--- src/design/alu_pkg.sv ---
// ALU execution unit shared definitions
// Sizes, opcode and control encodings, and the request, operand and writeback bundles
package alu_pkg;

    localparam int XLEN           = 32;
    localparam int INFLIGHT_COUNT = 4;                    // Bank slots, issue credits and queue depth
    localparam int ID_W           = $clog2(INFLIGHT_COUNT); // One id per bank slot
    localparam int SHAMT_W        = $clog2(XLEN);         // Shift amount comes from rs2[4:0]
    localparam int WB_CREDIT_W    = 16;                   // Holds far more grants than a consumer banks up

    // External opcode as sent by the issuer
    typedef enum logic [3:0] {
        OP_ADD  = 4'd0,
        OP_SUB  = 4'd1,
        OP_SLT  = 4'd2,
        OP_SLTU = 4'd3,
        OP_AND  = 4'd4,
        OP_OR   = 4'd5,
        OP_XOR  = 4'd6,
        OP_SLL  = 4'd7,
        OP_SRL  = 4'd8,
        OP_SRA  = 4'd9
    } alu_op_e;

    // What the adder sees on its first input
    typedef enum logic [1:0] {
        LOGIC_XOR = 2'd0,
        LOGIC_OR  = 2'd1,
        LOGIC_AND = 2'd2,
        LOGIC_ADD = 2'd3
    } alu_logic_e;

    // Result mux selection
    typedef enum logic [1:0] {
        SEL_ADD_SUB = 2'd0,
        SEL_SLT     = 2'd1,
        SEL_RSHIFT  = 2'd2,
        SEL_LSHIFT  = 2'd3
    } alu_sel_e;

    // One upstream request
    typedef struct packed {
        logic [ID_W-1:0] id;
        alu_op_e         op;
        logic [XLEN-1:0] rs1;
        logic [XLEN-1:0] rs2;
    } alu_req_t;

    // Decoded operands and prepared controls for the execute paths
    typedef struct packed {
        logic [ID_W-1:0] id;
        alu_sel_e        sel;
        alu_logic_e      logic_op;
        logic            subtract;   // Also set for both compares
        logic            is_signed;  // SLT when set, SLTU otherwise
        logic            arith;      // Sign fill on right shifts
        logic            lshift;
        logic [XLEN-1:0] in1;
        logic [XLEN-1:0] in2;
        logic [XLEN-1:0] shifter_in; // rs1, reversed for left shifts
    } alu_inputs_t;

    // One result leaving on the writeback port
    typedef struct packed {
        logic [ID_W-1:0] id;
        logic [XLEN-1:0] rd;
    } alu_wb_t;

endpackage

--- src/design/alu_adder_logic.sv ---
// ALU adder and logic path
// One 33-bit carry chain serves add, subtract, compares and the bitwise operations
`timescale 1ns/1ns

module alu_adder_logic (
    input  alu_pkg::alu_inputs_t      dec,
    output logic [alu_pkg::XLEN-1:0]  sum,
    output logic                      less
);

    logic [alu_pkg::XLEN:0] adder_in1;
    logic [alu_pkg::XLEN:0] adder_in2;
    logic [alu_pkg::XLEN:0] add_result; // Top bit is the sign of the extended difference
    logic                   ext1;
    logic                   ext2;

    // Sign extension only for SLT, zero extension makes bit 32 an unsigned borrow
    assign ext1 = dec.is_signed & dec.in1[alu_pkg::XLEN-1];
    assign ext2 = dec.is_signed & dec.in2[alu_pkg::XLEN-1];

    always_comb begin
        case (dec.logic_op)
            alu_pkg::LOGIC_XOR: adder_in1 = {1'b0, dec.in1 ^ dec.in2};
            alu_pkg::LOGIC_OR:  adder_in1 = {1'b0, dec.in1 | dec.in2};
            alu_pkg::LOGIC_AND: adder_in1 = {1'b0, dec.in1 & dec.in2};
            default:            adder_in1 = {ext1, dec.in1};
        endcase
    end

    // Logic results pass through the chain unchanged by adding zero
    always_comb begin
        if (dec.logic_op == alu_pkg::LOGIC_ADD) begin
            adder_in2 = {ext2, dec.in2} ^ {(alu_pkg::XLEN + 1){dec.subtract}};
        end else begin
            adder_in2 = '0;
        end
    end

    // Carry in completes the two's complement on subtract
    assign add_result = adder_in1 + adder_in2 + {{alu_pkg::XLEN{1'b0}}, dec.subtract};

    assign sum  = add_result[alu_pkg::XLEN-1:0];
    assign less = add_result[alu_pkg::XLEN]; // 33-bit difference cannot overflow

endmodule

--- src/design/barrel_shifter.sv ---
// Logarithmic barrel shifter
// Right shifts in five stages, left shift is the bit-reversed result of a reversed input
`timescale 1ns/1ns

module barrel_shifter (
    input  logic [alu_pkg::XLEN-1:0]    shifter_in,
    input  logic [alu_pkg::SHAMT_W-1:0] shift_amount,
    input  logic                        arith,
    output logic [alu_pkg::XLEN-1:0]    rshift_result,
    output logic [alu_pkg::XLEN-1:0]    lshift_result
);

    logic [alu_pkg::XLEN-1:0] stage [alu_pkg::SHAMT_W+1];
    logic                     fill;

    // Decode clears arith for left shifts, so the reversed input never sign-fills
    assign fill     = arith & shifter_in[alu_pkg::XLEN-1];
    assign stage[0] = shifter_in;

    // Stage i moves the data right by 2**i when its amount bit is set
    for (genvar i = 0; i < alu_pkg::SHAMT_W; i++) begin : g_stage
        localparam int STEP = 1 << i;

        always_comb begin
            if (shift_amount[i]) begin
                stage[i+1] = {{STEP{fill}}, stage[i][alu_pkg::XLEN-1:STEP]};
            end else begin
                stage[i+1] = stage[i];
            end
        end
    end

    assign rshift_result = stage[alu_pkg::SHAMT_W];

    always_comb begin
        for (int i = 0; i < alu_pkg::XLEN; i++) begin
            lshift_result[i] = rshift_result[alu_pkg::XLEN-1-i]; // Undo the decode reversal
        end
    end

endmodule

--- src/design/alu_operand_decode.sv ---
// ALU operand decode stage
// Registers an accepted request and expands its opcode into adder, shifter and mux controls
`timescale 1ns/1ns

module alu_operand_decode (
    input  logic                 clk,
    input  logic                 arst_n,
    input  logic                 req_valid,
    input  alu_pkg::alu_req_t    req,
    output logic                 dec_valid,
    output alu_pkg::alu_inputs_t dec
);

    alu_pkg::alu_inputs_t     dec_next;
    logic [alu_pkg::XLEN-1:0] rs1_rev; // rs1 mirrored so a left shift can use the right shifter

    always_comb begin
        for (int i = 0; i < alu_pkg::XLEN; i++) begin
            rs1_rev[i] = req.rs1[alu_pkg::XLEN-1-i];
        end
    end

    // Defaults describe a plain add, each opcode only changes what differs
    always_comb begin
        dec_next          = '0;
        dec_next.id       = req.id;
        dec_next.sel      = alu_pkg::SEL_ADD_SUB;
        dec_next.logic_op = alu_pkg::LOGIC_ADD;
        dec_next.in1      = req.rs1;
        dec_next.in2      = req.rs2;
        case (req.op)
            alu_pkg::OP_SUB: dec_next.subtract = 1'b1;
            alu_pkg::OP_SLT: begin
                dec_next.sel       = alu_pkg::SEL_SLT;
                dec_next.subtract  = 1'b1;
                dec_next.is_signed = 1'b1; // Sign-extend both operands into the 33-bit difference
            end
            alu_pkg::OP_SLTU: begin
                dec_next.sel      = alu_pkg::SEL_SLT;
                dec_next.subtract = 1'b1;
            end
            alu_pkg::OP_AND: dec_next.logic_op = alu_pkg::LOGIC_AND;
            alu_pkg::OP_OR:  dec_next.logic_op = alu_pkg::LOGIC_OR;
            alu_pkg::OP_XOR: dec_next.logic_op = alu_pkg::LOGIC_XOR;
            alu_pkg::OP_SLL: begin
                dec_next.sel    = alu_pkg::SEL_LSHIFT;
                dec_next.lshift = 1'b1;
            end
            alu_pkg::OP_SRL: dec_next.sel = alu_pkg::SEL_RSHIFT;
            alu_pkg::OP_SRA: begin
                dec_next.sel   = alu_pkg::SEL_RSHIFT;
                dec_next.arith = 1'b1;
            end
            default: ; // OP_ADD and unused codes stay an add
        endcase
        dec_next.shifter_in = dec_next.lshift ? rs1_rev : req.rs1;
    end

    always_ff @(posedge clk or negedge arst_n) begin
        if (!arst_n) begin
            dec_valid <= 1'b0;
        end else begin
            dec_valid <= req_valid; // Every request is accepted, there is no stall
        end
    end

    // Operands only load on a request so the execute paths stay quiet when idle
    always_ff @(posedge clk) begin
        if (req_valid) begin
            dec <= dec_next;
        end
    end

endmodule

--- src/design/alu_unit.sv ---
// ALU execute unit
// Runs the adder/logic path and the shifter side by side and parks results by instruction id
`timescale 1ns/1ns

module alu_unit (
    input  logic                        clk,
    input  logic                        arst_n,
    input  logic                        dec_valid,
    input  alu_pkg::alu_inputs_t        dec,
    output logic                        done_valid,
    output logic [alu_pkg::ID_W-1:0]    done_id,
    input  logic [alu_pkg::ID_W-1:0]    rd_id,
    output logic [alu_pkg::XLEN-1:0]    rd_data
);

    logic [alu_pkg::XLEN-1:0] sum;
    logic                     less;
    logic [alu_pkg::XLEN-1:0] rshift_result;
    logic [alu_pkg::XLEN-1:0] lshift_result;
    logic [alu_pkg::XLEN-1:0] result;

    // One slot per id, a slot is only reused after its writeback
    logic [alu_pkg::XLEN-1:0] rd_bank [alu_pkg::INFLIGHT_COUNT];

    alu_adder_logic u_adder_logic (
        .dec  (dec),
        .sum  (sum),
        .less (less)
    );

    barrel_shifter u_barrel_shifter (
        .shifter_in    (dec.shifter_in),
        .shift_amount  (dec.in2[alu_pkg::SHAMT_W-1:0]),
        .arith         (dec.arith),
        .rshift_result (rshift_result),
        .lshift_result (lshift_result)
    );

    // Result mux
    always_comb begin
        case (dec.sel)
            alu_pkg::SEL_ADD_SUB: result = sum;
            alu_pkg::SEL_SLT:     result = {{(alu_pkg::XLEN-1){1'b0}}, less};
            alu_pkg::SEL_RSHIFT:  result = rshift_result;
            default:              result = lshift_result;
        endcase
    end

    always_ff @(posedge clk) begin
        if (dec_valid) begin
            rd_bank[dec.id] <= result; // Written on the edge after the request was accepted
        end
    end

    // Completion is tracked separately from the bank so the queue sees it on the write edge
    always_ff @(posedge clk or negedge arst_n) begin
        if (!arst_n) begin
            done_valid <= 1'b0;
            done_id    <= '0;
        end else begin
            done_valid <= 1'b0;
            if (dec_valid) begin
                done_valid <= 1'b1;
                done_id    <= dec.id;
            end
        end
    end

    assign rd_data = rd_bank[rd_id]; // Asynchronous read for the queue head

endmodule

--- src/design/alu_writeback_queue.sv ---
// In-order writeback queue
// Holds completed ids in issue order and spends consumer credits to write them back
`timescale 1ns/1ns

module alu_writeback_queue (
    input  logic                        clk,
    input  logic                        arst_n,
    input  logic                        done_valid,
    input  logic [alu_pkg::ID_W-1:0]    done_id,
    output logic [alu_pkg::ID_W-1:0]    rd_id,
    input  logic [alu_pkg::XLEN-1:0]    rd_data,
    input  logic                        wb_credit,
    output logic                        wb_valid,
    output alu_pkg::alu_wb_t            wb,
    output logic                        credit_return
);

    logic [alu_pkg::ID_W-1:0]        id_fifo [alu_pkg::INFLIGHT_COUNT];
    logic [alu_pkg::ID_W-1:0]        head;
    logic [alu_pkg::ID_W-1:0]        tail;
    logic [alu_pkg::ID_W:0]          count;      // One extra bit to tell full from empty
    logic [alu_pkg::WB_CREDIT_W-1:0] wb_credits;
    logic                            pop;

    // Head is presented, popped and paid for in one cycle
    assign pop           = (count != '0) && (wb_credits != '0);
    assign wb_valid      = pop;
    assign credit_return = pop; // The freed bank slot goes straight back to the issuer
    assign rd_id         = id_fifo[head];
    assign wb.id         = rd_id;
    assign wb.rd         = rd_data;

    // Depth equals the bank size, so issue credits keep pushes from overrunning it
    always_ff @(posedge clk) begin
        if (done_valid) begin
            id_fifo[tail] <= done_id;
        end
    end

    // Pointers wrap on their own since the depth is a power of two
    always_ff @(posedge clk or negedge arst_n) begin
        if (!arst_n) begin
            head  <= '0;
            tail  <= '0;
            count <= '0;
        end else begin
            if (done_valid) tail <= tail + 1'b1;
            if (pop)        head <= head + 1'b1;
            case ({done_valid, pop})
                2'b10:   count <= count + 1'b1;
                2'b01:   count <= count - 1'b1;
                default: ; // Push and pop together leave the level unchanged
            endcase
        end
    end

    always_ff @(posedge clk or negedge arst_n) begin
        if (!arst_n) begin
            wb_credits <= '0; // No writeback until the consumer grants room
        end else begin
            case ({wb_credit, pop})
                2'b10:   wb_credits <= wb_credits + 1'b1;
                2'b01:   wb_credits <= wb_credits - 1'b1;
                default: ;
            endcase
        end
    end

endmodule

--- src/design/alu_exec_top.sv ---
// ALU execution unit top level
// Decode stage, execute unit and in-order writeback queue with credit flow control
`timescale 1ns/1ns

module alu_exec_top (
    input  logic              clk,
    input  logic              arst_n,
    input  logic              req_valid,
    input  alu_pkg::alu_req_t req,
    output logic              credit_return,
    input  logic              wb_credit,
    output logic              wb_valid,
    output alu_pkg::alu_wb_t  wb
);

    logic                     dec_valid;
    alu_pkg::alu_inputs_t     dec;
    logic                     done_valid;
    logic [alu_pkg::ID_W-1:0] done_id;
    logic [alu_pkg::ID_W-1:0] rd_id;    // Queue head picks the bank slot
    logic [alu_pkg::XLEN-1:0] rd_data;

    alu_operand_decode u_operand_decode (
        .clk       (clk),
        .arst_n    (arst_n),
        .req_valid (req_valid),
        .req       (req),
        .dec_valid (dec_valid),
        .dec       (dec)
    );

    alu_unit u_alu_unit (
        .clk        (clk),
        .arst_n     (arst_n),
        .dec_valid  (dec_valid),
        .dec        (dec),
        .done_valid (done_valid),
        .done_id    (done_id),
        .rd_id      (rd_id),
        .rd_data    (rd_data)
    );

    alu_writeback_queue u_writeback_queue (
        .clk           (clk),
        .arst_n        (arst_n),
        .done_valid    (done_valid),
        .done_id       (done_id),
        .rd_id         (rd_id),
        .rd_data       (rd_data),
        .wb_credit     (wb_credit),
        .wb_valid      (wb_valid),
        .wb            (wb),
        .credit_return (credit_return)
    );

endmodule

--- config.mk ---
export PLATFORM = sky130hd
export DESIGN_NAME = alu_exec_top
export DESIGN_NICKNAME = d
export VERILOG_FILES = /design/src/design/alu_pkg.sv /design/src/design/alu_adder_logic.sv /design/src/design/barrel_shifter.sv /design/src/design/alu_operand_decode.sv /design/src/design/alu_unit.sv /design/src/design/alu_writeback_queue.sv /design/src/design/alu_exec_top.sv
export SDC_FILE = /design/constraint.sdc
export NUM_CORES = 1
export LEC_CHECK = 0
export BUFFER_PORTS_ARGS = -buffer_cell sky130_fd_sc_hd__clkbuf_2
export CAP_MARGIN = 20
export CELL_PAD_IN_SITES_DETAIL_PLACEMENT = 0
export CELL_PAD_IN_SITES_GLOBAL_PLACEMENT = 1
export CORE_AREA = 2 2 232 234
export DETAILED_ROUTE_END_ITERATION = 10
export DIE_AREA = 0 0 234 236
export PLACE_DENSITY_LB_ADDON = 0.3
export SLEW_MARGIN = 5
export SYNTH_ARGS = -nofsm -noshare
export SYNTH_HDL_FRONTEND = slang
export SYNTH_HIERARCHICAL = 1
export SYNTH_SLANG_ARGS = --single-unit
--- constraint.sdc ---
create_clock -name clk -period 12 [get_ports clk]
set_clock_uncertainty 0.1 [all_clocks]
set_input_delay 2.4 -clock clk [delete_from_list [all_inputs] [get_ports clk]]
set_output_delay 2.4 -clock clk [all_outputs]
set_load 0.02 [all_outputs]
==> flow_summary.yaml <==
timing:
  worstMarginPinSlew_ns: 1.003
  setup_viol: 0
  rsz0062_at_grt: "false"
  hold_viol_final: 0
  max_freq_ghz: 0.1910
  post-route-period-util: 0.4364
  slew-limit-headroom: 0.3316
  fin_crit_ns: 5.236
  whs_ns: 0.3727
  final.setup.tns_ns: 0
  maxSlewViolCount: 0
worst_setup_path:
  crit_fanout: 33
  worstReg2RegEnd: "u_alu_unit/rd_bank[3][0]"
  crit_path_end_kind: "primary output"
  crit_chain: "mux4_2, buf_4, mux4_2, clkbuf_2"
  path_buf_inv: 2
  worst-endpoint-required_ns: 9.50
  cp_data_arrival_time_ns: 2.74
  worst_r2r_path_depth: 12
  crit_family: "multiplexers"
  path_common_cell: "mux4_2"
  start_kind: "flop"
  r2r_slack_ns: 7.30
  cpMaxStageDelayCell: "mux4_2"
  startpoint: "u_writeback_queue/head[0]"
  slowest_delay_ns: 0.64
  path_class: "flop to primary output"
  r2r-start: "u_operand_decode/dec[100]"
power_and_ir_drop:
  pwr-share-clk: 0.251
  power.density_nw_per_um2: 183.2
  p_switching_w: 0.001314
  cell_internal_pwr_w: 0.002326
  vdd_drop_max_mv: 0.1153
  cellLeakagePower_nw: 7.751
  power_frac_comb: 0.403
  swShare: 0.3610
  seq_power_share: 0.346
clocking:
  cts_tree: "built"
  clkTransAtPathRegs_ns: 0.06
  cts_resized: 0
  h-tree-depth: 1
  clk_path_buf_depth: 3
  cts_inserted_buffers: 30
  clkLatencyLatePin_ns: 0.59
  clock-sinks: 268
  root_buffer: "clkbuf_16"
  post_cts_buffers: 0
  cts_hold_buf: 0
place:
  placed_cells: 2112
  portBuffers: 109
  hpwlAfterDp_mm: 33.44
  gp_congestion: 0.8631
cells_and_area:
  area_growth_pct: 8.807
  finalNonFillerCells: 2168
  final_nets: 1641
  fin_util: 0.3743
  drive_above_1_share: 0.2622
  diodes: 0
die:
  num_rows: 85
  dieWidth_um: 234
  initial_utilization: 0.3440
  io_pins: 110
  dieArea_um2: 55220
  core_area_um2: 53070
  die_height_um: 236
yosys:
  ys_warn_count: 6
  syn_area_um2: 18260
  synthCells: 1429
  syn_nets: 1622
  synth.avg_cell_area_um2: 12.78
global_route:
  overflow: 0
  antenna_found_initial: 0
  grt_max_degree: 75
  grt_pass1_wl_mm: 69.18
  grt.total_usage: 0.1643
  grt_pass1_vias: 11305
routing:
  drtPass1Iterations: 8
  vias: 11515
  detail-route-antenna-nets: 0
  drc_errors: 0
  avgViaCountPerCell: 5.311
  wire_per_inst_um: 20.94
  wirelength_mm: 45.40
  first_iter_violations: 845
worst_hold_path:
  min_path_type: "flop to flop"
  hold_depth: 1
  whs_endpoint: "u_writeback_queue/count[2]"
  min_from: "u_writeback_queue/count[2]"
status:
  status: "finished clean"
run:
  max_cap_violations: 0
[flip-flops by register name, summed over array words and instances, names as in the netlist]
signal / cells
u_alu_unit/rd_bank: 128
u_operand_decode/dec: 105
u_writeback_queue/wb_credits: 16
u_writeback_queue/id_fifo: 8
u_writeback_queue/count: 3
u_alu_unit/done_id: 2
u_writeback_queue/head: 2
u_writeback_queue/tail: 2
u_alu_unit/done_valid: 1
u_operand_decode/dec_valid: 1
[final cells by class]
| cell class | count | area, um2 |
|---|---|---|
| clock buffer | 33 | 762.0 |
| clock inverter | 23 | 226.5 |
| fill | 5074 | 33210 |
| inverter | 117 | 439.2 |
| multi-input combinational | 903 | 8955 |
| sequential | 268 | 7913 |
| tap | 696 | 870.8 |
| timing repair buffer | 128 | 698.2 |
[placed cells by master, fill, tap and decap left out, types with 10 or more instances in the layout]
cell type and n:
nand2_1 73, xnor2_1 52, edfxtp_1 241, o21ai_1 13, mux4_2 104, ha_1 115, nand3_1 20, and2_1 10
buf_4 19, mux2i_1 20, nand2b_1 13, nor2_1 67, dfrtp_1 27, inv_1 115, clkbuf_2 108, a21oi_1 45
mux2_2 27, a22o_1 34, mux2_4 49, nor3_1 11, a21o_1 15, clkbuf_16 30, o21ai_0 40, xor2_1 28
[power groups by stage]
| stage | Sequential (W) | Clock [W] | Combinational, W |
|---|---|---|---|
| after global routing | 0.00127 | 0.000982 | 0.00160 |
| final | 0.00126 | 0.000913 | 0.00147 |
| after detailed placement | 0.00128 | 0 | 0.00147 |
| after CTS | 0.00126 | 0.000943 | 0.00148 |
| after floorplan | 0.00125 | 0 | 0.00126 |
| after global placement | 0.00128 | 0 | 0.00146 |
[per-stage QoR]
stage / power [W] / setup WS, ns / instance area (um2)
final: 0.003640 / 6.764 / 19860
after global routing: 0.003861 / 6.593 / 19860
after CTS: 0.003684 / 6.654 / 19860
after detailed placement: 0.002751 / 6.817 / 18880
after global placement: 0.002737 / 6.865 / 18860
after floorplan: 0.002504 / 7.342 / 18260
[worst max path at each step]
stage          cells after the start                          endpoint
2_1_floorplan                     10  u_writeback_queue/wb_credits[15]
3_3_place_gp                      10  u_writeback_queue/wb_credits[12]
3_5_place_dp                      10  u_writeback_queue/wb_credits[12]
4_1_cts                            4                            wb[28]
5_1_grt                            4                             wb[0]
6_report                           4                            wb[28]
[metal layers]
layer | part of all wire | global-route usage | wire length (um)
met5 | 0 | 0 | 0
met4 | 0.023 | 0.03874 | 1032
met3 | 0.054 | 0.02249 | 2461
met2 | 0.45 | 0.2520 | 20380
met1 | 0.47 | 0.2446 | 21530
Note: power is estimated with default switching activity, not from simulation.
